## src/source/trdb_cpu_pkg.sv

```systemverilog
// traced hart widths and types, referenced by scoped name from the encoder rtl
package trdb_cpu_pkg;

    localparam int unsigned XLEN      = 32; // hart register and address width
    localparam int unsigned PRIV_LEN  = 2;  // u/s/m privilege encoding
    localparam int unsigned CAUSE_LEN = 5;  // mcause exception code bits kept in trap packets

    // instruction address of the retired instruction
    typedef logic [XLEN-1:0] iaddr_t;

    // privilege level the instruction retired in
    typedef logic [PRIV_LEN-1:0] priv_t;

    typedef logic [CAUSE_LEN-1:0] cause_t; // exception or interrupt code
    typedef logic [XLEN-1:0]      tval_t;  // trap value, faulting address or instruction

endpackage

```

## src/source/trdb_pkg.sv

```systemverilog
// packet formats, encoder state and payload widths shared by all trace encoder blocks
package trdb_pkg;

    localparam int unsigned FMT_LEN     = 2; // format field width
    localparam int unsigned SUBFMT_LEN  = 2; // sync subformat field width
    localparam int unsigned QUAL_LEN    = 2;
    localparam int unsigned IOPT_LEN    = 3;
    localparam int unsigned PAYLOAD_LEN = 128; // widest payload vector
    localparam int unsigned P_LEN       = 5;   // length field, in bytes
    localparam int unsigned BMAP_LEN    = 31;  // branch map capacity
    localparam int unsigned BCOUNT_LEN  = 5;
    localparam int unsigned RESYNC_MAX  = 16;  // traced instructions between forced syncs
    localparam int unsigned RESYNC_CNT_LEN = $clog2(RESYNC_MAX);

    typedef enum logic [FMT_LEN-1:0] {
        F_OPT_EXT    = 2'd0, // not generated here
        F_DIFF_DELTA = 2'd1,
        F_ADDR_ONLY  = 2'd2,
        F_SYNC       = 2'd3
    } trdb_format_e;

    typedef enum logic [SUBFMT_LEN-1:0] {
        SF_START   = 2'd0,
        SF_TRAP    = 2'd1,
        SF_CONTEXT = 2'd2, // not generated here
        SF_SUPPORT = 2'd3
    } trdb_f_sync_subformat_e;

    typedef enum logic [QUAL_LEN-1:0] {
        NO_CHANGE  = 2'd0,
        ENDED_REP  = 2'd1,
        TRACE_LOST = 2'd2,
        ENDED_NTR  = 2'd3
    } qual_status_e;

    typedef logic [IOPT_LEN-1:0] ioptions_t;
    localparam ioptions_t DELTA_ADDRESS = 3'd1; // only mode supported

    typedef enum logic [1:0] {ST_IDLE, ST_SUPPORT, ST_START, ST_TRACE} trdb_state_e;

    typedef logic [PAYLOAD_LEN-1:0]    payload_t;
    typedef logic [P_LEN-1:0]          plen_t;
    typedef logic [BMAP_LEN-1:0]       bmap_t;
    typedef logic [BCOUNT_LEN-1:0]     bcount_t;
    typedef logic [RESYNC_CNT_LEN-1:0] resync_cnt_t;

    // field bit counts per packet, notime and nocontext both off
    localparam int unsigned SUPPORT_W = FMT_LEN + SUBFMT_LEN + 2 + QUAL_LEN + IOPT_LEN;
    localparam int unsigned START_W   = FMT_LEN + SUBFMT_LEN + 1 + trdb_cpu_pkg::PRIV_LEN
                                        + trdb_cpu_pkg::XLEN;
    localparam int unsigned TRAP_W    = START_W + trdb_cpu_pkg::CAUSE_LEN + 1
                                        + trdb_cpu_pkg::XLEN;
    localparam int unsigned ADDR_W    = FMT_LEN + trdb_cpu_pkg::XLEN;
    localparam int unsigned MAP_W     = FMT_LEN + BCOUNT_LEN + BMAP_LEN;
    localparam int unsigned DIFF_W    = MAP_W + trdb_cpu_pkg::XLEN;

endpackage

```

## src/source/trdb_branch_map.sv

```systemverilog
// collects branch outcomes into the branch map and count until a packet takes them
`timescale 1ns/100ps

module trdb_branch_map (
    input  logic              clk_i,
    input  logic              rst_n_i,
    input  logic              inst_valid_i,
    input  logic              is_branch_i,
    input  logic              is_branch_taken_i,
    input  logic              flush_i, // a packet consumes the map this cycle
    input  logic              clear_i,
    output trdb_pkg::bcount_t branches_o,
    output trdb_pkg::bmap_t   branch_map_o,
    output logic              full_o
);

    trdb_pkg::bmap_t   map_q;
    trdb_pkg::bcount_t cnt_q;
    logic              cur_branch; // this instruction is a branch
    trdb_pkg::bmap_t   cur_bit;    // its outcome placed at the next free slot

    assign cur_branch = inst_valid_i && is_branch_i;
    assign cur_bit    = trdb_pkg::bmap_t'(cur_branch && !is_branch_taken_i) << cnt_q; // 1 = not taken

    // outputs already hold the current branch so its own packet carries it
    assign branches_o   = cnt_q + trdb_pkg::bcount_t'(cur_branch);
    assign branch_map_o = map_q | cur_bit;
    assign full_o       = (branches_o == trdb_pkg::bcount_t'(trdb_pkg::BMAP_LEN));

    always_ff @(posedge clk_i) begin
        if (!rst_n_i || clear_i || flush_i) begin
            map_q <= '0; // restarts empty, flushed bits went out with the packet
            cnt_q <= '0;
        end else if (cur_branch) begin
            map_q <= branch_map_o;
            cnt_q <= branches_o;
        end
    end

endmodule

```

## src/source/trdb_packet_emitter.sv

```systemverilog
// builds the payload and byte length of the selected packet and registers them for output
`timescale 1ns/100ps

module trdb_packet_emitter (
    input  logic                             clk_i,
    input  logic                             rst_n_i,
    input  logic                             emit_i,
    input  trdb_pkg::trdb_format_e           format_i,
    input  trdb_pkg::trdb_f_sync_subformat_e subformat_i,
    input  logic                             map_full_sel_i,
    input  trdb_cpu_pkg::iaddr_t             iaddr_i,
    input  trdb_cpu_pkg::priv_t              priv_i,
    input  trdb_cpu_pkg::cause_t             cause_i,
    input  trdb_cpu_pkg::tval_t              tval_i,
    input  logic                             interrupt_i,
    input  logic                             is_branch_i,
    input  logic                             is_branch_taken_i,
    input  trdb_pkg::bcount_t                branches_i,
    input  trdb_pkg::bmap_t                  branch_map_i,
    input  trdb_pkg::qual_status_e           qual_status_i,
    output logic                             packet_valid_o,
    output trdb_pkg::trdb_format_e           packet_format_o,
    output trdb_pkg::payload_t               packet_payload_o,
    output trdb_pkg::plen_t                  payload_length_o // bytes
);

    logic                         branch;      // 1 unless a taken branch
    logic                         addr_upd;    // packet carries an address
    trdb_cpu_pkg::iaddr_t         last_addr_q; // reference for format 1 deltas
    trdb_cpu_pkg::iaddr_t         diff_addr;
    logic [trdb_pkg::SUPPORT_W-1:0] support_f;
    logic [trdb_pkg::START_W-1:0]   start_f;
    logic [trdb_pkg::TRAP_W-1:0]    trap_f;
    logic [trdb_pkg::ADDR_W-1:0]    addr_f;
    logic [trdb_pkg::DIFF_W-1:0]    diff_f;
    logic [trdb_pkg::MAP_W-1:0]     map_f;
    trdb_pkg::payload_t           payload_d;
    trdb_pkg::plen_t              len_d;

    // bits rounded up to whole bytes
    function automatic trdb_pkg::plen_t bytes_of(input int unsigned nbits);
        return trdb_pkg::plen_t'((nbits + 7) / 8);
    endfunction

    assign branch    = !(is_branch_i && is_branch_taken_i);
    assign diff_addr = iaddr_i - last_addr_q;

    // field lists, format in the msbs
    assign support_f = {trdb_pkg::F_SYNC, trdb_pkg::SF_SUPPORT, 1'b1, 1'b0, // ienable, mode 0
                        qual_status_i, trdb_pkg::DELTA_ADDRESS};
    assign start_f   = {trdb_pkg::F_SYNC, trdb_pkg::SF_START, branch, priv_i, iaddr_i};
    assign trap_f    = {trdb_pkg::F_SYNC, trdb_pkg::SF_TRAP, branch, priv_i, cause_i,
                        interrupt_i, iaddr_i, tval_i};
    assign addr_f    = {trdb_pkg::F_ADDR_ONLY, iaddr_i};
    assign map_f     = {trdb_pkg::F_DIFF_DELTA, branches_i, branch_map_i};
    assign diff_f    = {map_f, diff_addr};

    always_comb begin
        payload_d = '0;
        len_d     = '0;
        addr_upd  = 1'b1;
        case (format_i)
            trdb_pkg::F_SYNC: begin
                case (subformat_i)
                    trdb_pkg::SF_START: begin
                        payload_d = trdb_pkg::payload_t'(start_f);
                        len_d     = bytes_of(trdb_pkg::START_W);
                    end
                    trdb_pkg::SF_TRAP: begin
                        payload_d = trdb_pkg::payload_t'(trap_f);
                        len_d     = bytes_of(trdb_pkg::TRAP_W);
                    end
                    trdb_pkg::SF_SUPPORT: begin
                        payload_d = trdb_pkg::payload_t'(support_f);
                        len_d     = bytes_of(trdb_pkg::SUPPORT_W);
                        addr_upd  = 1'b0;
                    end
                    default: addr_upd = 1'b0; // context subformat not generated
                endcase
            end
            trdb_pkg::F_ADDR_ONLY: begin
                payload_d = trdb_pkg::payload_t'(addr_f);
                len_d     = bytes_of(trdb_pkg::ADDR_W);
            end
            trdb_pkg::F_DIFF_DELTA: begin
                if (map_full_sel_i) begin // full map, no address
                    payload_d = trdb_pkg::payload_t'(map_f);
                    len_d     = bytes_of(trdb_pkg::MAP_W);
                    addr_upd  = 1'b0;
                end else begin
                    payload_d = trdb_pkg::payload_t'(diff_f);
                    len_d     = bytes_of(trdb_pkg::DIFF_W);
                end
            end
            default: addr_upd = 1'b0;
        endcase
    end

    always_ff @(posedge clk_i) begin
        if (!rst_n_i) packet_valid_o <= 1'b0;
        else packet_valid_o <= emit_i; // single cycle pulse, no back-pressure
    end

    always_ff @(posedge clk_i) begin
        if (emit_i) begin
            packet_format_o  <= format_i;
            packet_payload_o <= payload_d;
            payload_length_o <= len_d;
            if (addr_upd) last_addr_q <= iaddr_i;
        end
    end

endmodule

```

## src/source/trdb_priority.sv

```systemverilog
// encoder fsm, tracks trace enable and picks per retired instruction which packet goes out
`timescale 1ns/100ps

module trdb_priority (
    input  logic                            clk_i,
    input  logic                            rst_n_i,
    input  logic                            trace_enable_i,
    input  logic                            inst_valid_i,
    input  logic                            exception_i,
    input  logic                            interrupt_i,
    input  logic                            updiscon_i,
    input  logic                            resync_timeout_i,
    input  logic                            full_i,
    input  trdb_pkg::bcount_t               branches_i,
    output logic                            emit_o,        // one cycle per packet
    output trdb_pkg::trdb_format_e          format_o,
    output trdb_pkg::trdb_f_sync_subformat_e subformat_o,
    output logic                            map_full_sel_o, // format 1 without address
    output logic                            flush_o,
    output logic                            clear_o,
    output logic                            sync_sent_o
);

    trdb_pkg::trdb_state_e state_q, state_d;
    logic updiscon_q; // last valid instruction was an uninferable jump

    always_comb begin
        state_d        = state_q;
        emit_o         = 1'b0;
        format_o       = trdb_pkg::F_SYNC;
        subformat_o    = trdb_pkg::SF_START;
        map_full_sel_o = 1'b0;
        sync_sent_o    = 1'b0;
        case (state_q)
            trdb_pkg::ST_IDLE: begin
                if (trace_enable_i) state_d = trdb_pkg::ST_SUPPORT;
            end
            trdb_pkg::ST_SUPPORT: begin // announce encoder options, instruction ignored
                emit_o      = 1'b1;
                subformat_o = trdb_pkg::SF_SUPPORT;
                state_d     = trdb_pkg::ST_START;
            end
            trdb_pkg::ST_START: begin
                if (inst_valid_i) begin // first traced instruction always syncs
                    emit_o      = 1'b1;
                    sync_sent_o = 1'b1;
                    state_d     = trdb_pkg::ST_TRACE;
                end
            end
            trdb_pkg::ST_TRACE: begin
                if (inst_valid_i) begin
                    if (exception_i || interrupt_i) begin
                        emit_o      = 1'b1;
                        subformat_o = trdb_pkg::SF_TRAP;
                        sync_sent_o = 1'b1;
                    end else if (resync_timeout_i) begin // periodic start packet
                        emit_o      = 1'b1;
                        sync_sent_o = 1'b1;
                    end else if (updiscon_q) begin
                        // pending branches ride along with a delta, else full address
                        emit_o   = 1'b1;
                        format_o = (branches_i != '0) ? trdb_pkg::F_DIFF_DELTA
                                                      : trdb_pkg::F_ADDR_ONLY;
                    end else if (full_i) begin
                        emit_o         = 1'b1;
                        format_o       = trdb_pkg::F_DIFF_DELTA;
                        map_full_sel_o = 1'b1;
                    end
                end
            end
            default: state_d = trdb_pkg::ST_IDLE;
        endcase
        if (!trace_enable_i) begin // disable wins over everything
            state_d     = trdb_pkg::ST_IDLE;
            emit_o      = 1'b0;
            sync_sent_o = 1'b0;
        end
    end

    assign flush_o = emit_o && (state_q != trdb_pkg::ST_SUPPORT); // support keeps the map
    assign clear_o = !trace_enable_i || (state_q == trdb_pkg::ST_IDLE)
                     || (state_q == trdb_pkg::ST_SUPPORT); // nothing traced yet

    always_ff @(posedge clk_i) begin
        if (!rst_n_i) begin
            state_q    <= trdb_pkg::ST_IDLE;
            updiscon_q <= 1'b0;
        end else begin
            state_q <= state_d;
            if (clear_o) updiscon_q <= 1'b0;
            else if (inst_valid_i) updiscon_q <= updiscon_i; // held across invalid cycles
        end
    end

endmodule

```

## src/source/trdb_resync_cnt.sv

```systemverilog
// counts traced instructions since the last sync packet and requests a periodic resync
`timescale 1ns/100ps

module trdb_resync_cnt (
    input  logic clk_i,
    input  logic rst_n_i,
    input  logic count_en_i,  // valid instruction this cycle
    input  logic sync_sent_i, // start or trap packet restarts the count
    input  logic clear_i,     // tracing off or not yet started
    output logic resync_timeout_o
);

    trdb_pkg::resync_cnt_t cnt_q;

    // raised on the RESYNC_MAX-th instruction, the fsm consumes it as a sync
    assign resync_timeout_o = count_en_i
                              && (cnt_q == trdb_pkg::resync_cnt_t'(trdb_pkg::RESYNC_MAX - 1));

    always_ff @(posedge clk_i) begin
        if (!rst_n_i || clear_i || sync_sent_i) begin
            cnt_q <= '0;
        end else if (count_en_i && !resync_timeout_o) begin
            cnt_q <= cnt_q + 1'b1; // saturates at the limit if the timeout is not taken
        end
    end

endmodule

```

## src/source/trdb_top.sv

```systemverilog
// trace encoder top, hooks the cpu retirement ports to the packet output through the blocks
`timescale 1ns/100ps

module trdb_top (
    input  logic                   clk_i,
    input  logic                   rst_n_i,
    input  logic                   trace_enable_i,
    input  logic                   inst_valid_i,
    input  trdb_cpu_pkg::iaddr_t   iaddr_i,
    input  logic                   is_branch_i,
    input  logic                   is_branch_taken_i,
    input  logic                   exception_i,
    input  logic                   interrupt_i,
    input  trdb_cpu_pkg::cause_t   cause_i,
    input  trdb_cpu_pkg::tval_t    tval_i,
    input  trdb_cpu_pkg::priv_t    priv_i,
    input  logic                   updiscon_i,
    input  trdb_pkg::qual_status_e qual_status_i,
    output logic                   packet_valid_o,
    output trdb_pkg::trdb_format_e packet_format_o,
    output trdb_pkg::payload_t     packet_payload_o,
    output trdb_pkg::plen_t        payload_length_o
);

    logic                             emit, map_full_sel, flush, clear, sync_sent;
    logic                             full, resync_timeout;
    trdb_pkg::trdb_format_e           format;
    trdb_pkg::trdb_f_sync_subformat_e subformat;
    trdb_pkg::bcount_t                branches;
    trdb_pkg::bmap_t                  branch_map;

    trdb_priority i_trdb_priority (
        .clk_i, .rst_n_i, .trace_enable_i, .inst_valid_i, .exception_i, .interrupt_i,
        .updiscon_i, .resync_timeout_i(resync_timeout), .full_i(full),
        .branches_i(branches), .emit_o(emit), .format_o(format), .subformat_o(subformat),
        .map_full_sel_o(map_full_sel), .flush_o(flush), .clear_o(clear),
        .sync_sent_o(sync_sent)
    );

    trdb_resync_cnt i_trdb_resync_cnt (
        .clk_i, .rst_n_i, .count_en_i(inst_valid_i), .sync_sent_i(sync_sent),
        .clear_i(clear), .resync_timeout_o(resync_timeout)
    );

    trdb_branch_map i_trdb_branch_map (
        .clk_i, .rst_n_i, .inst_valid_i, .is_branch_i, .is_branch_taken_i,
        .flush_i(flush), .clear_i(clear), .branches_o(branches),
        .branch_map_o(branch_map), .full_o(full)
    );

    trdb_packet_emitter i_trdb_packet_emitter (
        .clk_i, .rst_n_i, .emit_i(emit), .format_i(format), .subformat_i(subformat),
        .map_full_sel_i(map_full_sel), .iaddr_i, .priv_i, .cause_i, .tval_i, .interrupt_i,
        .is_branch_i, .is_branch_taken_i, .branches_i(branches), .branch_map_i(branch_map),
        .qual_status_i, .packet_valid_o, .packet_format_o, .packet_payload_o,
        .payload_length_o
    );

endmodule

```

## config.mk

```make
export PLATFORM = sky130hd
export DESIGN_NAME = trdb_top
export DESIGN_NICKNAME = d
export VERILOG_FILES = /design/src/source/trdb_cpu_pkg.sv /design/src/source/trdb_pkg.sv /design/src/source/trdb_branch_map.sv /design/src/source/trdb_packet_emitter.sv /design/src/source/trdb_priority.sv /design/src/source/trdb_resync_cnt.sv /design/src/source/trdb_top.sv
export SDC_FILE = /design/constraint.sdc
export NUM_CORES = 1
export LEC_CHECK = 0
export BUFFER_PORTS_ARGS = -buffer_cell sky130_fd_sc_hd__buf_2
export CAP_MARGIN = 20
export CORE_UTILIZATION = 25
export DETAILED_ROUTE_END_ITERATION = 12
export GPL_ROUTABILITY_DRIVEN = 0
export SYNTH_ARGS = -nofsm -noshare
export SYNTH_HDL_FRONTEND = slang
export SYNTH_SLANG_ARGS = --single-unit
export TNS_END_PERCENT = 100
```

## constraint.sdc

```tcl
create_clock -name clk_i -period 13.4 [get_ports clk_i]
set_input_delay 1.34 -clock clk_i [delete_from_list [all_inputs] [get_ports clk_i]]
set_output_delay 1.34 -clock clk_i [all_outputs]
set_load 0.1 [all_outputs]
```

Word level (Yosys, flattened, before mapping)

Index checks and enable logic that the tools add are counted.

Output and inout bits: 136
Flip-flop bits (word level): 211
Input bits: 82

Equality and inequality tests: 12
Shift-type cells: 1
$add $sub $neg: 3
Reduce and logical (&&, ||, !) cells: 26
Bitwise gates (word level): 2
Multiplexer cells: 39

Operators by type and width:

| kind                                                            | number |
|---|---|
| 128-bit one-hot mux with 3 select lines                         | 1 |
| 77-bit one-hot mux with 3 select lines                          | 1 |
| 69-bit two-way mux                                              | 1 |
| 32-bit subtractor                                               | 1 |
| 31-bit OR                                                       | 1 |
| 1-bit by 5-bit << shifter with 31-bit output                    | 1 |
| 1-bit two-way mux                                               | 19 |
| 2-bit two-way mux                                               | 9 |
| 5-bit one-hot mux with 3 select lines                           | 1 |
| 4-bit one-hot mux with 3 select lines                           | 1 |
| 2-bit == test, second input constant                            | 5 |
| 2-bit by 1-bit == test with 1-bit output, second input constant | 3 |
| 1-bit logical AND                                               | 6 |
| 1-bit logical OR                                                | 6 |
| 1-bit one-hot mux with 3 select lines                           | 2 |
| 2-bit one-hot mux with 3 select lines                           | 1 |
| 2-bit AND reduction                                             | 3 |
| 5-bit by 1-bit adder with 5-bit output                          | 1 |
| 5-bit == test, second input constant                            | 1 |
| 1-bit zero test                                                 | 5 |
| 5-bit nonzero test                                              | 1 |
| 4-bit by 1-bit adder with 4-bit output, second input constant   | 1 |
| 4-bit == test, second input constant                            | 1 |
| 2-bit zero test                                                 | 2 |
| other kinds (8)                                                 | 9 |

Depth between registers and ports, before layout

Depth after elaboration: 12
Mapped depth: 22
Gate-level depth less buffers: 18

Modules after synthesis

A second synthesis with hierarchy kept.

Cells, all modules: 928
Area, all modules: 9485.3 um^2

By module, submodules not included:

| module              | cells each | area each (um^2) | instances | seq. area each (um^2) |
|---|---|---|---|---|
| trdb_packet_emitter | 698        | 7243.2           | 1         | 3383.2 |
| trdb_branch_map     | 167        | 1720.4           | 1         | 720.7 |
| trdb_priority       | 40         | 326.6            | 1         | 60.1 |
| trdb_resync_cnt     | 23         | 195.2            | 1         | 80.1 |

Worst setup path before layout

OpenSTA, ideal clock, no wires.

Path kind: input port to flip-flop
Start: input inst_valid_i
End: register i_trdb_packet_emitter.last_addr_q[0] (enable)
Cell stages on the path: 16
Data arrival time: 6.330 ns
Library setup time: 0.461 ns
Path buffers: 3
Slack: 6.608 ns
Cells stage by stage: clkbuf_1 -> nand2_1 -> inv_1 -> ha_1 -> ha_1 -> xnor2_1 -> nor3_1 -> nor2_1 -> or3_1 -> inv_1 -> ha_1 -> clkbuf_1 -> and2b_1 -> clkbuf_1 -> nor3_1 -> nor3_1

Longest elaborated chain between the ends: 12
Elaborated cells between the ends (all ways): 37

Ends and longest elaborated chain:

| element                                                                   | RTL line                                   | source |
|---|---|---|
| start, declared                                                           | trdb_top.sv:8                              | `input logic inst_valid_i,` |
| 1-bit logical AND                                                         | trdb_branch_map.sv:22                      | `assign cur_branch = inst_valid_i && is_branch_i;` |
| 5-bit by 1-bit adder with 5-bit output                                    | trdb_branch_map.sv:26                      | `assign branches_o = cnt_q + trdb_pkg::bcount_t'(cur_branch);` |
| 5-bit == test or 5-bit nonzero test (tied branches)                       | trdb_branch_map.sv:28, trdb_priority.sv:62 |  |
| 2-bit two-way mux (on tied branches)                                      | trdb_priority.sv:64, trdb_priority.sv:62   |  |
| 2-bit two-way mux                                                         | trdb_priority.sv:59                        | `end else if (updiscon_q) begin` |
| 2-bit two-way mux                                                         | trdb_priority.sv:56                        | `end else if (resync_timeout_i) begin` |
| 2-bit two-way mux                                                         | trdb_priority.sv:52                        | `if (exception_i \|\| interrupt_i) begin` |
| 2-bit two-way mux *                                                       | trdb_priority.sv:51                        | `if (inst_valid_i) begin` |
| 2-bit two-way mux *                                                       | trdb_priority.sv:34                        | `case (state_q)` |
| named net format[1]                                                       | trdb_top.sv:27                             | `trdb_pkg::trdb_format_e format;` |
| 2-bit by 1-bit == test with 1-bit output or 2-bit == test (tied branches) | trdb_packet_emitter.sv:62                  | `case (format_i)` |
| 1-bit one-hot mux with 3 select lines *                                   | trdb_packet_emitter.sv:62                  |  |
| 2-bit AND reduction (no line) *                                           | -                                          |  |
| end signal, assigned                                                      | trdb_packet_emitter.sv:109                 | `if (addr_upd) last_addr_q <= iaddr_i;` |
| end, declared                                                             | trdb_packet_emitter.sv:29                  | `trdb_cpu_pkg::iaddr_t last_addr_q;` |

The timed path passes the listed nets; every way through them passes the cells marked *.
A chain may end at the register's enable or synchronous reset.

Worst setup path after layout

Start: input inst_valid_i
End: register i_trdb_packet_emitter.packet_payload_o[46], data pin

Longest elaborated chain between the ends: 11
Elaborated cells between the ends (all ways): 32

Ends and longest elaborated chain:

| element                                                                   | RTL line                                   | source |
|---|---|---|
| 1-bit logical AND                                                         | trdb_branch_map.sv:22                      |  |
| 5-bit by 1-bit adder with 5-bit output                                    | trdb_branch_map.sv:26                      |  |
| 5-bit == test or 5-bit nonzero test (tied branches)                       | trdb_branch_map.sv:28, trdb_priority.sv:62 |  |
| 2-bit two-way mux (on tied branches)                                      | trdb_priority.sv:64, trdb_priority.sv:62   |  |
| 2-bit two-way mux                                                         | trdb_priority.sv:59                        |  |
| 2-bit two-way mux                                                         | trdb_priority.sv:56                        |  |
| 2-bit two-way mux                                                         | trdb_priority.sv:52                        |  |
| 2-bit two-way mux *                                                       | trdb_priority.sv:51                        |  |
| 2-bit two-way mux *                                                       | trdb_priority.sv:34                        |  |
| named net format[1]                                                       | trdb_top.sv:27                             |  |
| 2-bit by 1-bit == test with 1-bit output or 2-bit == test (tied branches) | trdb_packet_emitter.sv:62                  |  |
| 128-bit one-hot mux with 3 select lines *                                 | trdb_packet_emitter.sv:62                  |  |
| named net i_trdb_packet_emitter.payload_d[46]                             | trdb_packet_emitter.sv:37                  | `trdb_pkg::payload_t payload_d;` |
| end signal, assigned                                                      | trdb_packet_emitter.sv:107                 | `packet_payload_o <= payload_d;` |
| end, declared                                                             | trdb_packet_emitter.sv:23                  | `output trdb_pkg::payload_t packet_payload_o,` |

Marked as above.

==> summary.txt <==
Place
  • Placed insts: between 1500 and 2000
  • Pre-CTS WS: between 7 and 8 ns
  • Dpl hpwl: around 21000 um
  • Port Buf Inserts: about 160

Pwr
  • Worst vdd ir: between 0.06 and 0.07 mV
  • Clk pwr share: between 40% and 50%
  • P_sw: a little over 400 uW
  • Sequential share of power: 40.4%
  • PwrDens: about 130 nW/um^2
  • Leakage: between 4 and 5 nW
  • Comb pwr share: a little under 20%
  • P_int: 914 uW
  • Switching part of the total: between 30% and 40%

Floorplanning
  • DIE HEIGHT: roughly 190 um
  • Placeable Area: between 30000 and 40000 sq um
  • Die area: around 36000 sq um
  • # rows: 68
  • Starting Density: between 20 and 30%
  • Die width: around 190 um
  • I/O Pins: roughly 220

Finish
  • # diodes: 0
  • Filler instances: 3629
  • Final std cells w/o fill: around 1500
  • Nets@finish: 1198
  • Share of layout cells above drive strength 1: 19.8%
  • Final core utilization: 30.4%
  • Area grow syn2layout: 18.4%
  • Commonest non-fill, non-tap cell in the layout: buf_2
  • Most frequent cells in the layout: buf_2, edfxtp_1, nor2_1

STA
  • Final Setup Violations: 0
  • RSZ-0062 raised after global routing: no
  • Slew HR: approximately two fifths
  • Fin crit period: around 5.7 ns
  • Setup_tns: 0 ns
  • Max Slew Vio Count: 0
  • Clk_skew: 0.0209 ns
  • Period utilization: between 40 and 50%
  • Worst slew pin tran: around 0.87 ns
  • Max Freq: between 150 and 200 MHz
  • Final hold viol count: 0
  • Setup slack after layout: 7.69 ns

Clock tree
  • Clock latency on the worst-skew pair: approximately 0.43 ns
  • Clock Sinks: between 150 and 200
  • H-tree Lvls: 4
  • Hold buffers post-CTS: 0
  • TritonCTS buffer count: 17
  • Post CTS Setup Buffer Count: 0
  • TritonCTS clock tree: done
  • Clock-pin transition on the worst setup and hold timing paths: approximately 0.06 ns
  • Post-cts resize count: 0
  • Bufs on Longest Clock Path: 2
  • CTS root buffer: clkbuf_16

Drt
  • First-pass DRT Iterations: 7
  • Highest metal used: met5
  • Final WL: between 20000 and 30000 um
  • Met3 wire len: roughly 2000 um
  • DR DRC count: 0
  • Drt initial violations: 598
  • Final ANT Viol Nets: 0
  • Via Count: 7375
  • DR vias/cell: around 4.8
  • Met2 WL: 13000 um
  • Post-Route M1 WL: 12200 um
  • Drt wl/cell: between 15 and 20 um

Run status
  • Status: finished clean

Worst setup path
  • CP arrival: roughly 6.0 ns
  • CP Class: primary input to flop
  • CP bufs+invs: 4
  • Worst-path cell chain: buf_2, nand2_1, inv_1, ha_1, ha_1, nand3_1, xor2_1, nand2_1, nor2_1, or3_1, ha_1, nor2b_1, and2_1, buf_4, nand2b_1, inv_2, nand2_1, o21ai_0
  • Startpoint Class: primary input
  • CP max-delay cell: and2_1
  • Critical path fanouts, max: 34
  • Slowest cell delay on critical path: 0.57 ns
  • Req. time, crit path: approximately 14 ns
  • Worst Setup End Kind: flop
  • Reg2reg setup slack: just under 9 ns
  • CP top delay family: simple AND/OR/NAND/NOR gates

GRT
  • Total overflow reported by the global router: 0
  • Total track usage: between 15 and 20%
  • Largest net degree at the start of global routing: 48
  • First-pass GRT wire length: between 40000 and 50000 um
  • Antenna violations before repair: 2
  • Vias in the first global route: 6981

Min path
  • Worst Hold Class: flop to flop

Logic synthesis
  • EDFF count, synth: 112
  • Area contributors post-synth: edfxtp_1, dfxtp_1, ha_1
  • Synth Instances: about 920
  • Yosys cell types: a little under 70
  • Synthesized area: a little under 9000 sq um
  • Post-Syn Area per Cell: a little under 10 sq um
  • Yosys top cell area share: 37.7%
  • Ys flop type: edfxtp_1
  • Synth Warn #: 0
  • Yosys top cell by area: edfxtp_1
  • Post-synth ARST share: 0%
  • Post-synthesis sequential area ratio: approximately 48%
  • Yosys reg bits: approximately 160

Job
  • Number of max-cap violations: 0
kinds of logic after synthesis:
group	synth area share, %
other	0.0420
XOR/XNOR	2.75
multiplexers	0.786
AND/OR/NAND/NOR	14.2
buffers and inverters	9.33
flip-flops	47.6
adder cells (fa/ha/maj)	6.40
AO/OA/AOI/OAI	18.9
path summary, 6_finish.rpt:
kind,depth (start not counted),endpoint,startpoint
worst max register to register,15,i_trdb_packet_emitter.packet_payload_o[46]$_DFFE_PP_,i_trdb_branch_map.cnt_q[0]$_SDFFE_PP0N_
worst min-delay path,2,i_trdb_resync_cnt.cnt_q[1]$_SDFFE_PP0P_,i_trdb_resync_cnt.cnt_q[1]$_SDFFE_PP0P_
worst min register to register,2,i_trdb_resync_cnt.cnt_q[1]$_SDFFE_PP0P_,i_trdb_resync_cnt.cnt_q[1]$_SDFFE_PP0P_
worst max-delay path,18,i_trdb_packet_emitter.packet_payload_o[46]$_DFFE_PP_,inst_valid_i
power by group through the flow:
stage | registers [mW] | logic (mW) | clock network [mW]
after floorplan | 0.606 | 0.157 | 0
after global routing | 0.535 | 0.273 | 0.556
after CTS | 0.534 | 0.258 | 0.536
after detailed placement | 0.545 | 0.257 | 0
final | 0.534 | 0.259 | 0.529
after global placement | 0.545 | 0.255 | 0
area by class of cell:
cell class,count,area (sq um),share of cell area (%)
clock buffer,20,437,4.13
clock inverter,12,195,1.85
inverter,49,185,1.75
multi-input combinational,674,4040,38.3
sequential,156,4240,40.2
tap,455,569,5.39
timing repair buffer,173,888,8.41
per-stage QoR:
step / area, sq um / power (mW) / hold WS [ns]
after floorplan: 9110 / 0.763 / 0.444
after global placement: 9930 / 0.800 / 0.463
after detailed placement: 9930 / 0.801 / 0.473
after CTS: 10600 / 1.33 / 0.484
after global routing: 10600 / 1.36 / 0.506
final: 10600 / 1.32 / 0.481
synth_stat cells, types with 3 or more instances:
master	count
nor2_1	103
xor2_1	8
nand4_1	5
nand2_1	77
buf_2	6
o211ai_1	3
a22oi_1	18
a21o_1	21
a22o_1	3
nor3_1	12
edfxtp_1	112
a21boi_0	4
a21oi_1	83
o31ai_1	4
a211oi_1	4
xnor2_1	20
buf_4	55
nand3b_1	5
a31oi_1	3
and2_1	9
dfxtp_1	44
o211a_1	3
mux2i_1	7
clkbuf_1	28
nor2b_1	5
a222oi_1	8
clkbuf_8	7
or3_1	5
o22ai_1	7
o21a_1	5
inv_1	48
ha_1	44
o21ai_0	65
nand3_1	19
and3_1	5
nand2b_1	15
nor3b_1	3
a221oi_1	11
per-layer routing:
metal	track usage (%)	up-vias
met5	0	-
met1	19.8	3497
met3	3.66	31
met4	4.22	4
li1	-	3527
met2	25.1	316
flip-flops by register name, indices dropped and copies added (netlist names):
register / cells
i_trdb_priority.updiscon_q: 1
i_trdb_priority.state_q: 2
i_trdb_packet_emitter.packet_payload_o: 74
i_trdb_packet_emitter.packet_valid_o: 1
i_trdb_packet_emitter.payload_length_o: 4
i_trdb_resync_cnt.cnt_q: 4
i_trdb_branch_map.map_q: 31
i_trdb_packet_emitter.last_addr_q: 32
i_trdb_branch_map.cnt_q: 5
i_trdb_packet_emitter.packet_format_o: 2
tightest hold or removal path, stage by stage (launching register included):
cell     delay, ns
dfxtp_1       0.32
nand2_1       0.06
a21oi_1       0.05
Power figures use the tool's default switching activity.
